==> config.mk <==
export PLATFORM = sky130hd
export DESIGN_NAME = dispatch_top
export DESIGN_NICKNAME = d
export VERILOG_FILES = /design/src/design/dispatch_pkg.sv /design/src/design/thread_dispatcher.sv /design/src/design/warp_pool.sv /design/src/design/cluster_select.sv /design/src/design/dispatch_top.sv
export SDC_FILE = /design/constraint.sdc
export NUM_CORES = 1
export LEC_CHECK = 0
export CORE_AREA = 2 2 78 110
export DETAILED_ROUTE_END_ITERATION = 8
export DIE_AREA = 0 0 80 112
export DONT_BUFFER_PORTS = 1
export PLACE_DENSITY = 0.61
export SYNTH_ARGS = -nofsm -noshare
export SYNTH_HDL_FRONTEND = slang
export SYNTH_SLANG_ARGS = --single-unit
export TNS_END_PERCENT = 10
==> constraint.sdc <==
create_clock -name clk_i -period 5.9 [get_ports clk_i]
set_input_delay 0.885 -clock clk_i [delete_from_list [all_inputs] [get_ports clk_i]]
set_output_delay 0.885 -clock clk_i [all_outputs]
set_load 0.005 [all_outputs]
==> src/design/dispatch_pkg.sv <==
/*
 * Shared widths and sizes for the thread-block dispatch subsystem.
 * Imported by every RTL block and by the testbench.
 */
package dispatch_pkg;

    // ########################################
    // Request fields
    // ########################################

    // Program counter of the kernel entry point
    localparam int unsigned PC_W = 16;

    // Data / parameter address handed to every block
    localparam int unsigned ADDR_W = 32;

    // Block index inside a group
    // Also the width of the block count of a request
    localparam int unsigned TBLOCK_IDX_W = 8;

    // Group id shared by all blocks of one request
    localparam int unsigned TBLOCK_ID_W = 8;

    // ########################################
    // Compute clusters
    // ########################################

    // Warp slots in one cluster
    localparam int unsigned WARPS_PER_CLUSTER = 4;

    // Slot index width
    // Follows the number of slots per cluster
    localparam int unsigned SLOT_W = $clog2(WARPS_PER_CLUSTER);

endpackage : dispatch_pkg

==> src/design/thread_dispatcher.sv <==
/*
 * Holds one kernel launch request and hands out its thread blocks one index per cycle.
 * Block 0 goes out combinationally in the start cycle when a warp slot is free.
 */
`timescale 1ns/1ps

module thread_dispatcher (
    // Clock and reset
    input  logic                                clk_i,
    input  logic                                rst_n_i,

    // Launch request from the host
    output logic                                ready_o,
    input  logic                                start_i,
    input  logic [dispatch_pkg::PC_W-1:0]         pc_i,
    input  logic [dispatch_pkg::ADDR_W-1:0]       dp_addr_i,
    input  logic [dispatch_pkg::TBLOCK_IDX_W-1:0] number_of_tblocks_i,
    input  logic [dispatch_pkg::TBLOCK_ID_W-1:0]  tblock_id_i,

    // Block allocation towards the cluster selector
    input  logic                                warp_free_i,
    output logic                                allocate_warp_o,
    output logic [dispatch_pkg::PC_W-1:0]         allocate_pc_o,
    output logic [dispatch_pkg::ADDR_W-1:0]       allocate_dp_addr_o,
    output logic [dispatch_pkg::TBLOCK_IDX_W-1:0] allocate_tblock_idx_o,
    output logic [dispatch_pkg::TBLOCK_ID_W-1:0]  allocate_tblock_id_o
);

    import dispatch_pkg::*;

    // ########################################
    // Signals
    // ########################################

    // Stored request fields
    logic [PC_W-1:0]         pc_q;
    logic [PC_W-1:0]         pc_d;
    logic [ADDR_W-1:0]       dp_addr_q;
    logic [ADDR_W-1:0]       dp_addr_d;
    logic [TBLOCK_ID_W-1:0]  tblock_id_q;
    logic [TBLOCK_ID_W-1:0]  tblock_id_d;

    // Block count of the request and blocks handed out so far
    logic [TBLOCK_IDX_W-1:0] count_q;
    logic [TBLOCK_IDX_W-1:0] count_d;
    logic [TBLOCK_IDX_W-1:0] dispatched_q;
    logic [TBLOCK_IDX_W-1:0] dispatched_d;

    // No block of the current request left to hand out
    logic                    idle;

    // ########################################
    // Combinational logic
    // ########################################

    assign idle = (dispatched_q == count_q);

    always_comb begin : dispatch_logic
        // Hold state by default
        pc_d         = pc_q;
        dp_addr_d    = dp_addr_q;
        tblock_id_d  = tblock_id_q;
        count_d      = count_q;
        dispatched_d = dispatched_q;

        // Nothing presented by default
        ready_o               = idle;
        allocate_warp_o       = 1'b0;
        allocate_pc_o         = '0;
        allocate_dp_addr_o    = '0;
        allocate_tblock_idx_o = '0;
        allocate_tblock_id_o  = '0;

        if (idle) begin : accept_request
            if (start_i) begin : start_request
                // Capture the request
                pc_d         = pc_i;
                dp_addr_d    = dp_addr_i;
                tblock_id_d  = tblock_id_i;
                count_d      = number_of_tblocks_i;
                dispatched_d = '0;

                // A zero-count request stays idle and presents nothing
                if (number_of_tblocks_i != '0) begin : first_block
                    // Block 0 straight from the request inputs
                    allocate_warp_o       = 1'b1;
                    allocate_pc_o         = pc_i;
                    allocate_dp_addr_o    = dp_addr_i;
                    allocate_tblock_idx_o = '0;
                    allocate_tblock_id_o  = tblock_id_i;

                    if (warp_free_i) begin : first_taken
                        dispatched_d = TBLOCK_IDX_W'(1);
                    end : first_taken
                end : first_block
            end : start_request
        end : accept_request
        else begin : next_block
            // Stored fields with the running count as block index
            allocate_warp_o       = 1'b1;
            allocate_pc_o         = pc_q;
            allocate_dp_addr_o    = dp_addr_q;
            allocate_tblock_idx_o = dispatched_q;
            allocate_tblock_id_o  = tblock_id_q;

            // Advance only when a slot takes the block
            // Otherwise index and fields hold
            if (warp_free_i) begin : block_taken
                dispatched_d = dispatched_q + TBLOCK_IDX_W'(1);
            end : block_taken
        end : next_block
    end : dispatch_logic

    // ########################################
    // Sequential logic
    // ########################################

    // Progress counters
    always_ff @(posedge clk_i or negedge rst_n_i) begin : ctrl_regs
        if (!rst_n_i) begin
            count_q      <= '0;
            dispatched_q <= '0;
        end else begin
            count_q      <= count_d;
            dispatched_q <= dispatched_d;
        end
    end : ctrl_regs

    // Request payload
    always_ff @(posedge clk_i) begin : payload_regs
        pc_q        <= pc_d;
        dp_addr_q   <= dp_addr_d;
        tblock_id_q <= tblock_id_d;
    end : payload_regs

endmodule : thread_dispatcher

==> src/design/warp_pool.sv <==
/*
 * Busy-slot table of one compute cluster.
 * Offers its lowest free slot, reserves it on a grant and frees slots on done pulses.
 */
`timescale 1ns/1ps

module warp_pool (
    // Clock and reset
    input  logic                          clk_i,
    input  logic                          rst_n_i,

    // Reservation of the offered slot
    input  logic                          grant_i,

    // Warp completion from the cluster
    input  logic                          done_i,
    input  logic [dispatch_pkg::SLOT_W-1:0] done_slot_i,

    // Free status towards the cluster selector
    output logic                          free_o,
    output logic [dispatch_pkg::SLOT_W-1:0] slot_o
);

    import dispatch_pkg::*;

    // ########################################
    // Signals
    // ########################################

    // One bit per warp slot, set while a block occupies it
    logic [WARPS_PER_CLUSTER-1:0] busy_q;
    logic [WARPS_PER_CLUSTER-1:0] busy_d;

    // ########################################
    // Lowest free slot
    // ########################################

    // Search from the top so the lowest clear bit wins
    always_comb begin : free_search
        free_o = 1'b0;
        slot_o = '0;
        for (int i = WARPS_PER_CLUSTER - 1; i >= 0; i--) begin
            if (!busy_q[i]) begin
                free_o = 1'b1;
                slot_o = SLOT_W'(i);
            end
        end
    end : free_search

    // ########################################
    // Busy table update
    // ########################################

    always_comb begin : busy_update
        busy_d = busy_q;

        // Done on an idle slot clears nothing new
        if (done_i) begin
            busy_d[done_slot_i] = 1'b0;
        end

        // Offered slot is free, so a set here never loses a pending done
        if (grant_i) begin
            busy_d[slot_o] = 1'b1;
        end
    end : busy_update

    // All slots free after reset
    always_ff @(posedge clk_i or negedge rst_n_i) begin : busy_reg
        if (!rst_n_i) begin
            busy_q <= '0;
        end else begin
            busy_q <= busy_d;
        end
    end : busy_reg

endmodule : warp_pool

==> src/design/cluster_select.sv <==
/*
 * Round-robin choice between the two warp pools.
 * Merges their free status for the dispatcher and routes each grant to one pool.
 */
`timescale 1ns/1ps

module cluster_select (
    // Clock and reset
    input  logic                          clk_i,
    input  logic                          rst_n_i,

    // Block presented by the dispatcher
    input  logic                          allocate_i,

    // Free status of cluster 0
    input  logic                          free0_i,
    input  logic [dispatch_pkg::SLOT_W-1:0] slot0_i,

    // Free status of cluster 1
    input  logic                          free1_i,
    input  logic [dispatch_pkg::SLOT_W-1:0] slot1_i,

    // Merged free status and slot reservations
    output logic                          warp_free_o,
    output logic                          grant0_o,
    output logic                          grant1_o,

    // Where the presented block lands
    output logic                          cluster_o,
    output logic [dispatch_pkg::SLOT_W-1:0] slot_o
);

    // ########################################
    // Signals
    // ########################################

    // Cluster that took the previous block
    logic last_q;

    // Chosen cluster for this cycle
    logic sel;

    // Block actually handed to a pool
    logic take;

    // ########################################
    // Selection
    // ########################################

    // Alternate when both pools are free, else the only free one
    always_comb begin : choose
        if (free0_i && free1_i) begin
            sel = ~last_q;
        end else begin
            sel = free1_i;
        end
    end : choose

    assign warp_free_o = free0_i | free1_i;
    assign take        = allocate_i & warp_free_o;

    // At most one grant per cycle
    assign grant0_o = take & ~sel;
    assign grant1_o = take & sel;

    assign cluster_o = sel;
    assign slot_o    = sel ? slot1_i : slot0_i;

    // Cluster 1 counts as last after reset so cluster 0 goes first
    always_ff @(posedge clk_i or negedge rst_n_i) begin : last_reg
        if (!rst_n_i) begin
            last_q <= 1'b1;
        end else if (take) begin
            last_q <= sel;
        end
    end : last_reg

endmodule : cluster_select

==> src/design/dispatch_top.sv <==
/*
 * Top level of the dispatch subsystem.
 * Connects the thread dispatcher, two warp pools and the cluster selector.
 */
`timescale 1ns/1ps

module dispatch_top (
    // Clock and reset
    input  logic                                clk_i,
    input  logic                                rst_n_i,

    // Launch request from the host
    input  logic                                start_i,
    input  logic [dispatch_pkg::PC_W-1:0]         pc_i,
    input  logic [dispatch_pkg::ADDR_W-1:0]       dp_addr_i,
    input  logic [dispatch_pkg::TBLOCK_IDX_W-1:0] number_of_tblocks_i,
    input  logic [dispatch_pkg::TBLOCK_ID_W-1:0]  tblock_id_i,
    output logic                                ready_o,

    // Warp completion per cluster
    input  logic                                warp_done0_i,
    input  logic [dispatch_pkg::SLOT_W-1:0]       done_slot0_i,
    input  logic                                warp_done1_i,
    input  logic [dispatch_pkg::SLOT_W-1:0]       done_slot1_i,

    // Dispatched block
    output logic                                dispatch_valid_o,
    output logic                                dispatch_cluster_o,
    output logic [dispatch_pkg::SLOT_W-1:0]       dispatch_slot_o,
    output logic [dispatch_pkg::PC_W-1:0]         dispatch_pc_o,
    output logic [dispatch_pkg::ADDR_W-1:0]       dispatch_dp_addr_o,
    output logic [dispatch_pkg::TBLOCK_IDX_W-1:0] dispatch_tblock_idx_o,
    output logic [dispatch_pkg::TBLOCK_ID_W-1:0]  dispatch_tblock_id_o
);

    import dispatch_pkg::*;

    // ########################################
    // Internal nets
    // ########################################

    // Dispatcher and selector
    logic              allocate_warp;
    logic              warp_free;

    // Pool status and grants
    logic              free0;
    logic              free1;
    logic [SLOT_W-1:0] slot0;
    logic [SLOT_W-1:0] slot1;
    logic              grant0;
    logic              grant1;

    // A block leaves whenever either pool is granted
    assign dispatch_valid_o = grant0 | grant1;

    // ########################################
    // Instances
    // ########################################

    // Fields pass straight through and hold under back-pressure
    thread_dispatcher i_thread_dispatcher (
        .clk_i                 (clk_i),
        .rst_n_i               (rst_n_i),
        .ready_o               (ready_o),
        .start_i               (start_i),
        .pc_i                  (pc_i),
        .dp_addr_i             (dp_addr_i),
        .number_of_tblocks_i   (number_of_tblocks_i),
        .tblock_id_i           (tblock_id_i),
        .warp_free_i           (warp_free),
        .allocate_warp_o       (allocate_warp),
        .allocate_pc_o         (dispatch_pc_o),
        .allocate_dp_addr_o    (dispatch_dp_addr_o),
        .allocate_tblock_idx_o (dispatch_tblock_idx_o),
        .allocate_tblock_id_o  (dispatch_tblock_id_o)
    );

    // Cluster 0
    warp_pool i_warp_pool0 (
        .clk_i       (clk_i),
        .rst_n_i     (rst_n_i),
        .grant_i     (grant0),
        .done_i      (warp_done0_i),
        .done_slot_i (done_slot0_i),
        .free_o      (free0),
        .slot_o      (slot0)
    );

    // Cluster 1
    warp_pool i_warp_pool1 (
        .clk_i       (clk_i),
        .rst_n_i     (rst_n_i),
        .grant_i     (grant1),
        .done_i      (warp_done1_i),
        .done_slot_i (done_slot1_i),
        .free_o      (free1),
        .slot_o      (slot1)
    );

    cluster_select i_cluster_select (
        .clk_i       (clk_i),
        .rst_n_i     (rst_n_i),
        .allocate_i  (allocate_warp),
        .free0_i     (free0),
        .slot0_i     (slot0),
        .free1_i     (free1),
        .slot1_i     (slot1),
        .warp_free_o (warp_free),
        .grant0_o    (grant0),
        .grant1_o    (grant1),
        .cluster_o   (dispatch_cluster_o),
        .slot_o      (dispatch_slot_o)
    );

endmodule : dispatch_top

==> impl_summary.md, run 1 <==
Setup path
The critical path goes through xor2_1, nor4_1, nand2_2, inv_2, nand3_1, nand2_1. The critical path required time is 5020 ps. Together, buffers and inverters on the worst path number 1. Counting buffers and inverters, the worst setup path is 6 cells deep. The startpoint type of the worst setup path is a register. The reg-to-reg critical path endpoint is i_thread_dispatcher.dp_addr_q[10]$_DFFE_PP_. The number of cells on the worst reg-to-reg path is 7. Along the worst path, the maximum fanout reaches 67. In this run the worst setup path terminates at dispatch_dp_addr_o[26]. Data on the critical path arrives at its endpoint at 2620 ps. Across all register-to-register paths, the minimum setup slack is 2410 ps. The delay contributed by the slowest stage of the critical path is 820 ps. The cell with the biggest individual delay on the critical path is inv_2. The source of the critical timing path is i_thread_dispatcher.dispatched_q[0]$_DFFE_PN0P_. The worst setup path is captured at a primary output.

In this run the critical register-to-register path is launched from i_thread_dispatcher.dispatched_q[0]$_DFFE_PN0P_. The gate family responsible for the most delay along the worst path is simple AND/OR/NAND/NOR gates. By startpoint and endpoint, the worst setup path is classified as reg -> out.

Power and ir drop
The share of power burned in the clock network is 0.312. In this run the power spent charging and discharging nets is 0.474 mW. The combinational group share of total power is 0.201. VDD sags by at most 0.219 mV. The share of total power dissipated in sequential elements is 0.486. The internal power of the cells is 1.15 mW. Of the total power, the share spent switching nets is 0.292.

Power spread over the standard cell area amounts to 384 nW/um^2. The cell leakage power is 1.80 nW.

Synth
During synthesis, Yosys emitted a total of 0 warnings. The sequential area share after synthesis is 0.588. Synthesis produced 392 cells. The net count of the mapped netlist is 466. Of the post-synthesis cell area, the dominant cell type holds 0.429. In this run, synthesis produced a sequential element count of 81.

In this run the cell area of the synthesized design comes to 3920 um^2. The synthesized design contains 56 enable-type register cells. Among all flip-flop cells after synthesis, the most frequent one is edfxtp_1. Sorting the synthesized cells by area gives the leading types as edfxtp_1 (43%), dfrtp_1 (15%), nand2_1 (12%), nand3_1 (7.7%), mux2_2 (2.6%). The synthesized design spends more area on one cell type than any other, namely edfxtp_1.

In the synthesized netlist the async set-or-reset flop fraction comes to 0.309. A synthesized cell averages 10.0 um^2. In this run, distinct cell masters in the synthesized netlist total 46.

Placed design
The quantity of I/O buffers inserted on ports is 0. The estimated wirelength of the detail-placed design is 5630 um. The routability congestion estimate is 0.799. The cell count after placement is 473.

Clock tree
Counting along the longest clock path gives a buffer depth of 2. Buffers inserted during clock tree synthesis total 9. The post-CTS repair timing setup buffer count is 0. The clock network latency to the later pin of the worst-skew pair is 330 ps. The TritonCTS clock tree is built. The tree is rooted in a clkbuf_16. The number of hold buffers added after cts is 0. In this run the number of H-tree levels came out at 3. The number of sinks driven by the clock tree is 81. The clock-pin slew on the worst setup and hold paths is 60 ps. The number of gates given a new drive strength after cts is 0.

Final layout
At the end of the flow, the number of nets in the layout was 456. Compared with the post-synthesis result, the final layout area differs by 7.75%. The final antenna diode count is 0. For this run, the number of standard cells in the final layout without fillers is 489. Of the cells placed in the final design, the portion with a size suffix greater than 1 is 0.0904.

Detailed routing
The final layout contains routed wiring with a total length of 8390 um. Signal routing reaches up to met4. The detail route stage leaves a number of antenna-violating nets equal to 0. The total number of vias is 2772. The post-detailed-route via-to-cell ratio is 5.67. The number of remaining DRC errors is 0. The first detailed-routing pass ran for 4 iterations. The detailed route wirelength on metal3 is 612 um. The routed design uses 4260 um of met2 wire. In this run, the number of DRC markers left after iteration 0 of detailed routing was 193. In the final routing, the length of wire on met1 measures 3260 um.

The detailed-route wire length per cell is 17.2 um.

Die
The core region is 8000 um^2. The floorplan has 39 rows. The full die area is 8960 um^2. The height of the die is 112 um. In this run the horizontal extent of the chip is 80 um. The effective utilization at floorplan is 0.490. 142 I/O pins were placed.

GRT
The number of antenna violations at the first check in global routing was 0. The global-route wire length before repair is 13000 um. After global routing the overflow that remains totals 0. For this run, the total global-route usage over all layers was measured as 0.191. The largest net degree at the start of global routing is 75. The via count of the first global-routing pass came to 2605.

Run status
The flow ran to the end, and the final reports show no timing, DRC or antenna violations.

Timing
The final sum of negative setup slack is 0 ps. Setup violations remaining at the end of the flow were counted as 0. The headroom to the max-slew limit is 0.253. Timing would allow up to 0.285 GHz.

At the pin with the least slew margin, the transition time is 1120 ps. Setup repair after global routing left no endpoint under its margin. The final-report max-slew violation count is 0.

The clock arrives with 5.70 ps of skew. The minimum clock period is 3510 ps. The post-route clock period utilization is 0.595. The final number of hold-violating endpoints was 0.

Worst hold path
In this run the worst hold path is classified as in -> async.

Run
The tool flagged a number of max-cap violations equal to 0.
cell usage in the layout (no fill, tap or decap), types with 2 or more instances in the layout:
cell type / instances
nor2_1: 8
o41ai_1: 2
nand2b_1: 3
o31ai_1: 3
nor4_1: 4
nand2_1: 123
nand2_2: 2
o21ai_0: 14
and2_1: 7
nand3_1: 60
and4_1: 2
nand4_1: 3
or3_1: 2
a21oi_1: 3
xor2_1: 8
inv_1: 6
buf_4: 3
clkbuf_16: 9
clkinv_2: 3
clkbuf_8: 2
mux2_2: 9
clkbuf_1: 2
edfxtp_1: 56
a221o_1: 3
nor3_1: 3
and3_1: 2
inv_2: 2
dfrtp_1: 24
how the worst min path moves through the flow:
stage                                               start  depth (start not counted)                                    endpoint  slack (ps)
2_1_floorplan            i_warp_pool1.busy_q[1]$_DFF_PN0_                          1            i_warp_pool1.busy_q[1]$_DFF_PN0_         480
5_1_grt                                           rst_n_i                          0            i_warp_pool0.busy_q[3]$_DFF_PN0_         220
3_5_place_dp   i_thread_dispatcher.count_q[1]$_DFFE_PN0P_                          1  i_thread_dispatcher.count_q[1]$_DFFE_PN0P_         520
3_3_place_gp   i_thread_dispatcher.count_q[2]$_DFFE_PN0P_                          1  i_thread_dispatcher.count_q[2]$_DFFE_PN0P_         510
4_1_cts                                           rst_n_i                          0            i_warp_pool0.busy_q[2]$_DFF_PN0_         230
6_report                                          rst_n_i                          0            i_warp_pool0.busy_q[3]$_DFF_PN0_         240
worst register-to-register path, stage by stage (launching register included):
cell	delay, ps
dfrtp_1	440
xor2_1	180
nor4_1	410
nand2_2	110
inv_2	820
nand2_2	350
inv_2	230
buf_4	560
cell usage after synthesis, types with 2 or more instances:
| library cell | n |
|---|---|
| a21oi_1 | 3 |
| o31ai_1 | 3 |
| inv_1 | 7 |
| buf_6 | 3 |
| edfxtp_1 | 56 |
| nand3_1 | 60 |
| o41ai_1 | 2 |
| a221o_1 | 3 |
| nor3_1 | 3 |
| buf_2 | 10 |
| mux2_2 | 9 |
| xor2_1 | 8 |
| nor2_1 | 8 |
| and4_1 | 2 |
| nand2_1 | 123 |
| nand4_1 | 3 |
| clkbuf_1 | 9 |
| nor4_1 | 4 |
| and3_1 | 2 |
| buf_4 | 2 |
| or3_1 | 2 |
| nand2b_1 | 3 |
| and2_1 | 7 |
| dfrtp_1 | 24 |
| o21ai_0 | 14 |
| nand2_2 | 2 |
final cells by class:
cell class	count	area [um^2]
well taps	102	128
clock inverters	3	15.0
clock buffers	13	260
fillers	763	3770
multi-input cells	279	1460
repair buffers	3	22.5
inverters	8	30.0
flip-flops and latches	81	2310
per-stage QoR:
| stage | util | total power, mW | cell area, um^2 | hold WS [ps] | setup WS [ps] |
|---|---|---|---|---|---|
| floorplan | - | 1.06 | 3920 | 481 | 3000 |
| global placement | 0.494 | 1.13 | 3950 | 509 | 2410 |
| detailed placement | 0.494 | 1.13 | 3950 | 515 | 2370 |
| CTS | 0.528 | 1.65 | 4230 | 229 | 2360 |
| global route | 0.528 | 1.72 | 4230 | 223 | 2080 |
| finish | 0.528 | 1.62 | 4230 | 242 | 2390 |
logic make-up (layout without fill, tap and decap cells):
group,Yosys count,count (layout),share of synthesized area
and+or+nand+nor,222,222,0.254
DFF,81,81,0.588
AOI/OAI and AO/OA,38,38,0.0667
buffers and inverters,32,27,0.0415
muxes,10,10,0.0284
xor gates and xnor gates,8,8,0.0179
adders and majority gates,1,1,0.00319
layer usage:
layer,vias up,global-route usage
met1,1282,0.224
met3,21,0.0567
met4,0,0.101
met5,-,0
li1,1358,-
met2,111,0.312
flip-flops by register name, indices dropped and copies added, names as in the netlist:
signal and flops:
i_cluster_select.last_q 1, i_thread_dispatcher.count_q 8, i_thread_dispatcher.dispatched_q 8, i_thread_dispatcher.dp_addr_q 32
i_thread_dispatcher.pc_q 16, i_thread_dispatcher.tblock_id_q 8, i_warp_pool0.busy_q 4, i_warp_pool1.busy_q 4
power groups by stage:
stage / clock network (mW) / logic [mW] / registers (mW)
CTS: 0.524 / 0.334 / 0.788
floorplan: 0 / 0.295 / 0.764
global route: 0.547 / 0.371 / 0.806
detailed placement: 0 / 0.334 / 0.796
finish: 0.507 / 0.326 / 0.789
global placement: 0 / 0.331 / 0.794
No activity file was read; power rests on OpenSTA's default activity.
==> run 2: changes to the inputs <==
--- a/config.mk
+++ b/config.mk
@@ -9,7 +9,7 @@
 export DETAILED_ROUTE_END_ITERATION = 8
 export DIE_AREA = 0 0 80 112
 export DONT_BUFFER_PORTS = 1
-export PLACE_DENSITY = 0.61
+export PLACE_DENSITY = 0.64
 export SYNTH_ARGS = -nofsm -noshare
 export SYNTH_HDL_FRONTEND = slang
 export SYNTH_SLANG_ARGS = --single-unit
==> constraint.sdc (replaced) <==
create_clock -name clk_i -period 2.9 [get_ports clk_i]
set_input_delay 0.435 -clock clk_i [delete_from_list [all_inputs] [get_ports clk_i]]
set_output_delay 0.435 -clock clk_i [all_outputs]
set_load 0.005 [all_outputs]
==> run 2 against run 1 <==
Critical path depth is 1 higher. Final area is 1.5% higher. Clock power is 94% higher. Flip-flop and latch count stayed put. Count of clock-buffer cells in the layout is 1 higher. Via count is 0.69% higher. Largest cell class unchanged. Setup slack worse by 2100 ps. Clock skew is 2.2 ps higher. Global-route usage is 0.45 points lower. Largest power group unchanged. Register-to-register slack worse by 1700 ps.
==> impl_summary.md, run 2 (synthesis gave the netlist of run 1 again) <==
Run status
The run finished with clean final reports.

Placed design
The routability congestion estimate is 0.781 (-2.2%). The worst setup slack after placement came to 648 ps (-1720 ps). The estimated wirelength of the detail-placed design is 5680 um (+0.98%). The standard cell area after detailed placement came to 4010 um^2 (+1.4%). The quantity of I/O buffers inserted on ports is 0 (unchanged).

Detailed routing
The number of remaining DRC errors is 0 (unchanged). The post-detailed-route via-to-cell ratio was 5.64 (-0.54%). The number of routed nets with antenna violations is 0 (unchanged). The final routed wirelength across all metal layers is 8210 um (-2.1%).

The total number of vias was 2791 (+0.69%). The first-pass iteration count of the detailed router was 4 (unchanged). The initial detailed-routing violation count is 177 (-8.3%). The detailed-route wire length per cell was 16.6 um (-3.3%).

Setup path
The signal on the critical path passes through xor2_1, nor4_1, nand2_2, inv_2, buf_4, nand3_1, nand2_1. The largest driver fanout on the critical path is 37 (-45%). The endpoint type of the worst setup path is a primary output. The arrival time reported for the critical path endpoint is 2180 ps (-440 ps).

The critical path starts at i_thread_dispatcher.dispatched_q[0]$_DFFE_PN0P_. The worst setup path category is reg -> out. The reg-to-reg critical path startpoint is i_thread_dispatcher.dispatched_q[0]$_DFFE_PN0P_. The delay contributed by the slowest stage of the critical path is 430 ps (-390 ps). The setup slack of the most critical reg-to-reg path is 720 ps (-1690 ps). The critical path required time is 2470 ps (-2550 ps).

The cell with the biggest individual delay on the critical path is dfrtp_1. The startpoint type of the worst setup path is a register.

Power and ir drop
The total power came to 3.28 mW (+100%). The total power per unit cell area is 764 nW/um^2 (+99%). The maximum ir drop on the vdd rail is 0.445 mV (+100%). The cell leakage power was 1.82 nW (+1.2%).

Timing
The transition time at the pin with the least slew margin is 739 ps (-381 ps). The total setup violations reported at the end of the flow is 0 (unchanged). The final worst-path setup slack is 289 ps (-2100 ps). Setup repair after global routing left no endpoint under its margin. The clock period could shrink to 2610 ps.

The final sum of negative setup slack is 0 ps (unchanged). The post-route clock period utilization is 0.900. The final-report max-slew violation count came to 0 (unchanged).

The maximum clock skew at final layout is 7.87 ps (+2.17 ps). The headroom to the max-slew limit is 0.506 (+0.254). The final number of hold-violating endpoints is 0 (unchanged). For this run, the top clock speed supported by timing is 0.383 GHz.

Clock tree
The TritonCTS clock tree is built. The clock-pin slew on the worst setup and hold paths is 60 ps (about the same). The total clock buffers created by CTS was 9 (unchanged). The tree is rooted in a clkbuf_16. The H-tree depth is 3 (unchanged).

The clock network latency to the later pin of the worst-skew pair is 340 ps (about the same). The buffer levels on the longest clock path was 2 (unchanged). The number of sinks driven by the clock tree is 81 (unchanged).

GRT
The sum of overflow across all layers after global routing is 0 (unchanged). The via count of the first global-routing pass is 2627 (+0.84%). The number of antenna violations at the first check in global routing is 0 (unchanged).

The global-route wire length before repair came to 12800 um (-1.3%). The largest net degree at the start of global routing was 54 (-28%). The total routing resource utilization after global routing came to 0.187 (-0.00449).

Final layout
In the layout the commonest cells are nand2_1 (123), nand3_1 (60), edfxtp_1 (56). The most flop-heavy register is i_thread_dispatcher.dp_addr_q. The fraction of the core area covered by cells at the end of the flow is 0.536 (+0.00766). The library cell used most frequently in the layout, excluding fill and tap cells, is nand2_1. Compared with the post-synthesis result, the final layout area differs by 9.31%. The fraction of final layout cells with drive strength greater than 1 is 0.0891 (-0.00138). The number of nets in the finished design is 462 (+1.3%).

The final design instance area without fill is 4290 um^2 (+1.5%). The number of flip-flops in the largest register is 32 (unchanged). The final antenna diode count is 0 (unchanged). The largest registers in the layout are i_thread_dispatcher.dp_addr_q: 32 flops, i_thread_dispatcher.pc_q: 16 flops.

Die
The area of the core came to 8000 um^2 (unchanged). The full die area came to 8960 um^2 (unchanged). The height of the die is 112 um (unchanged).

The boundary pin count came to 142 (unchanged). The overall die width is 80 um (unchanged). The effective utilization at floorplan is 0.490 (unchanged). The number of rows in the core area came to 39 (unchanged).

Worst hold path
In this run the most critical hold path is launched from pc_i[6]. The path category of the worst min-delay check is in -> reg.

Run
The reported max-cap violation count came to 0 (unchanged).
==> run 2: cell types whose count changed in the layout (fill, tap and decap cells not counted) <==
cell and change:
clkbuf_1 +3, buf_4 +2, dlygate4sd3_1 +1, buf_12 +3, clkinv_1 +2, clkbuf_8 -2, clkinv_2 -3
==> run 2: layout make-up <==
type,instances,area (um^2)
fill,704,3710
sequential,81,2310
multi-input combinational,279,1460
clock buffer,14,244
tap,102,128
timing repair buffer,9,108
inverter,8,30.0
clock inverter,2,7.51
==> run 2: final timing paths <==
path | to | cells after the start
worst min register to register | i_thread_dispatcher.count_q[5]$_DFFE_PN0P_ | 1
worst max-delay path | dispatch_dp_addr_o[27] | 7
worst max register to register | i_thread_dispatcher.tblock_id_q[4]$_DFFE_PP_ | 7
worst min-delay path | i_thread_dispatcher.pc_q[6]$_DFFE_PP_ | 0
max in group asynchronous | i_cluster_select.last_q$_DFFE_PN1N_ | 2
min in group asynchronous | i_thread_dispatcher.dispatched_q[0]$_DFFE_PN0P_ | 2
==> run 2: metrics by stage <==
stage / instances / hold slack (ps)
after floorplan: 392 / 139
after global placement: 477 / 140
after detailed placement: 477 / 140
after CTS: 495 / 177
after global routing: 495 / 177
final: 495 / 188
==> run 2: repair_timing <==
item	4_1_cts	5_1_grt
resized for setup	0	0
hold endpoints to repair	25	0
hold buffers	2	0
buffers inserted	0	0
==> run 2: worst max-delay path, delay by kind of cell (launching register included) <==
kind,cells,cell delay [ps]
xor gates and xnor gates,1,180
buffers and inverters,2,430
DFF,1,430
and+or+nand+nor,4,780
==> run 2: metal layers <==
| metal | GRT usage | share of wire | vias up |
|---|---|---|---|
| li1 | - | - | 1366 |
| met2 | 0.304 | 0.51 | 107 |
| met5 | 0 | 0 | - |
| met1 | 0.228 | 0.41 | 1305 |
| met4 | 0.0927 | 0.023 | 0 |
| met3 | 0.0462 | 0.062 | 13 |
==> run 2: power breakdown <==
| group | switching [mW] | internal (mW) |
|---|---|---|
| registers | 0.195 | 1.41 |
| clock network | 0.408 | 0.575 |
| logic | 0.374 | 0.311 |
==> run 3: changes to the inputs <==
--- a/config.mk
+++ b/config.mk
@@ -5,11 +5,12 @@
 export SDC_FILE = /design/constraint.sdc
 export NUM_CORES = 1
 export LEC_CHECK = 0
-export CORE_AREA = 2 2 78 110
+export CORE_AREA = 2 2 83 117
+export CTS_CLUSTER_SIZE = 28
 export DETAILED_ROUTE_END_ITERATION = 8
-export DIE_AREA = 0 0 80 112
+export DIE_AREA = 0 0 85 119
 export DONT_BUFFER_PORTS = 1
-export PLACE_DENSITY = 0.64
+export PLACE_DENSITY = 0.57
 export SYNTH_ARGS = -nofsm -noshare
 export SYNTH_HDL_FRONTEND = slang
 export SYNTH_SLANG_ARGS = --single-unit
==> run 3 against run 2 <==
Register-to-register slack got worse by 150 ps. Non-clock buffer count rose by 2. Routed wire length rose by 5.0%. Largest power group unchanged.
==> impl_summary.md, run 3 (synthesis gave the netlist of run 1 again) <==
Run status
The run finished with clean final reports.

Placed design
The routability congestion estimate came to 0.761 (-2.5%). The worst setup slack after placement was 565 ps (-82.4 ps). The estimated wirelength of the detail-placed design came to 6120 um (+7.6%). The quantity of I/O buffers inserted on ports was 0 (unchanged). The cell count after placement was 487 (+2.1%). The standard cell area after detailed placement is 4020 um^2 (+0.31%).

Final layout
In the final layout, the registers with the most flip-flops are i_thread_dispatcher.dp_addr_q: 32 flops, i_thread_dispatcher.pc_q: 16 flops. The top cell types in the final layout, fill and taps aside, are nand2_1 (123), nand3_1 (60), edfxtp_1 (56). The final antenna diode count was 0 (unchanged). The final design instance area without fill is 4370 um^2 (+1.9%). The number of flip-flops in the largest register was 32 (unchanged). From synthesis to final layout, the design area changed by 11.4%. The fraction of final layout cells with drive strength greater than 1 was 0.109 (+0.0198). The number of fillers in the final layout is 889 (+26%). The most common cell after layout, fill and taps aside is nand2_1. The most flop-heavy register is i_thread_dispatcher.dp_addr_q. The fraction of the core area covered by cells at the end of the flow is 0.475 (-0.0609).

The number of nets in the finished design is 464 (+0.43%). The post-layout instance count excluding filler cells is 505 (+2.0%).

Die
The area of the core was 9200 um^2 (+15%). The effective utilization at floorplan is 0.427 (-0.0636). The height of the die is 119 um (+6.3%). The number of rows in the core area is 42 (+7.7%). The boundary pin count is 142 (unchanged). The full die area came to 10100 um^2 (+13%). The overall die width is 85 um (+6.3%).

Run
The reported max-cap violation count is 0 (unchanged).

Power and ir drop
The net switching power is 1.02 mW (+4.4%). The maximum ir drop on the vdd rail is 0.482 mV (+8.3%). The power share of the sequential group is 0.460 (-0.031).

The combinational group share of total power was 0.199 (-0.010). The internal power of the cells is 2.48 mW (+7.7%). The total power came to 3.50 mW (+6.7%). The fraction of power spent switching nets is 0.292 (-0.00660). The cell leakage power was 1.85 nW (+1.7%). The share of power burned in the clock network is 0.341 (+0.041).

The total power per unit cell area is 801 nW/um^2 (+4.8%).

Setup path
The endpoint type of the worst setup path is a primary output. The largest individual stage delay along the critical path comes from the cell dfrtp_1. The setup slack of the most critical reg-to-reg path came to 570 ps (-150 ps). Traced cell by cell, the critical path runs through xor2_1, nor4_2, nand2_2, inv_2, buf_4, nand3_1, nand2_1.

The reg-to-reg critical path startpoint is i_thread_dispatcher.dispatched_q[2]$_DFFE_PN0P_. The critical path in this run is classified as reg -> out. The count of buffering cells on the critical path with inverters included was 2 (unchanged). The critical path required time came to 2470 ps (about the same). The number of cells on the worst reg-to-reg path is 7 (unchanged). The timing endpoint of the critical path is dispatch_tblock_id_o[1]. The gate family responsible for the most delay along the worst path is simple AND/OR/NAND/NOR gates. The delay contributed by the slowest stage of the critical path came to 470 ps (+40 ps). The arrival time reported for the critical path endpoint is 2250 ps (+70 ps). The logic depth of the worst setup path including buffers came to 7 (unchanged). The largest driver fanout on the critical path is 26 (-30%). The reg-to-reg critical path endpoint is i_thread_dispatcher.tblock_id_q[6]$_DFFE_PP_. The startpoint type of the worst setup path is a register.

The source of the critical timing path is i_thread_dispatcher.dispatched_q[2]$_DFFE_PN0P_.

Detailed routing
The post-detailed-route via-to-cell ratio was 5.56 (-1.3%). The final routed wirelength across all metal layers is 8620 um (+5.0%). The number of routed nets with antenna violations is 0 (unchanged). The detailed-route wire length per cell came to 17.1 um (+2.9%). The total number of vias is 2809 (+0.64%). The first-pass iteration count of the detailed router is 4 (unchanged). The initial detailed-routing violation count is 111 (-37%).

The number of remaining DRC errors was 0 (unchanged).

GRT
The number of antenna violations at the first check in global routing came to 0 (unchanged). The total routing resource utilization after global routing was 0.169 (-0.0175). The largest net degree at the start of global routing is 54 (unchanged). The sum of overflow across all layers after global routing is 0 (unchanged). The via count of the first global-routing pass is 2698 (+2.7%). The global-route wire length before repair is 13300 um (+4.1%).

Clock tree
The number of sinks driven by the clock tree is 81 (unchanged). The clock network latency to the later pin of the worst-skew pair was 340 ps (about the same). The H-tree depth is 3 (unchanged). The clock tree root driver cell is clkbuf_16. The buffer levels on the longest clock path is 2 (unchanged).

The clock-pin slew on the worst setup and hold paths is 60 ps (about the same). The total clock buffers created by CTS was 9 (unchanged). The TritonCTS clock tree is built. The post-CTS repair timing setup buffer count is 0 (unchanged).

Timing
The total setup violations reported at the end of the flow is 0 (unchanged). The final hold slack was 188 ps (+0.558 ps). The final number of hold-violating endpoints is 0 (unchanged).

The final worst-path setup slack is 213 ps (-76.2 ps). The highest attainable clock frequency was 0.372 GHz (-2.8%). The final-report max-slew violation count is 0 (unchanged).

The final sum of negative setup slack is 0 ps (unchanged). The transition time at the pin with the least slew margin came to 990 ps (+252 ps). The minimum clock period is 2690 ps (+76.2 ps).

The maximum clock skew at final layout is 7.07 ps (-0.799 ps). The headroom to the max-slew limit came to 0.338 (-0.168). The post-route clock period utilization is 0.927 (+0.0263).

Setup repair after global routing left no endpoint under its margin.

Worst hold path
The path category of the worst min-delay check is in -> reg.
==> run 3: what timing repair did <==
item	in CTS	in global routing
hold buffers	2	0
hold endpoints to repair	25	0
gates resized for setup	0	1
endpoints found under the setup margin	0	1
==> run 3: per-layer routing <==
layer  track usage  up-vias  share of wire
met4        0.0972        0          0.035
met2         0.274      106           0.51
met1         0.205     1307           0.40
met5             0        -              0
met3        0.0381       22          0.056
li1              -     1374              -
==> run 3: worst reg2reg max path, cell delays in order (launching register included) <==
cell     delay [ps]
dfrtp_1         470
xor2_1          210
nor4_2          380
nand2_2         190
inv_2           130
nand2_2         160
inv_2           160
buf_12          280
==> run 3: how the worst min path moves through the flow <==
stage / slack (ps) / start / to / cells past startpoint
global placement: 140 / rst_n_i / i_warp_pool0.busy_q[1]$_DFF_PN0_ / 0
finish: 190 / dp_addr_i[26] / i_thread_dispatcher.dp_addr_q[26]$_DFFE_PP_ / 0
global route: 180 / tblock_id_i[2] / i_thread_dispatcher.tblock_id_q[2]$_DFFE_PP_ / 0
CTS: 180 / dp_addr_i[26] / i_thread_dispatcher.dp_addr_q[26]$_DFFE_PP_ / 0
floorplan: 140 / rst_n_i / i_thread_dispatcher.count_q[0]$_DFFE_PN0P_ / 0
detailed placement: 140 / rst_n_i / i_warp_pool0.busy_q[2]$_DFF_PN0_ / 0
==> run 3: layout make-up <==
class	instances	area [um^2]	area share
inverter	8	30.0	0.00687
clock buffer	11	233	0.0533
sequential	81	2310	0.528
tap	110	138	0.0315
multi-input combinational	279	1470	0.336
timing repair buffer	11	110	0.0252
clock inverter	5	80.1	0.0183
==> run 3: power by group through the flow <==
| stage | registers (mW) | clock network (mW) | logic (mW) |
|---|---|---|---|
| 2_1_floorplan | 1.55 | 0 | 0.599 |
| 3_3_place_gp | 1.62 | 0 | 0.671 |
| 3_5_place_dp | 1.63 | 0 | 0.682 |
| 4_1_cts | 1.61 | 1.22 | 0.696 |
| 5_1_grt | 1.64 | 1.26 | 0.781 |
| 6_report | 1.61 | 1.19 | 0.695 |
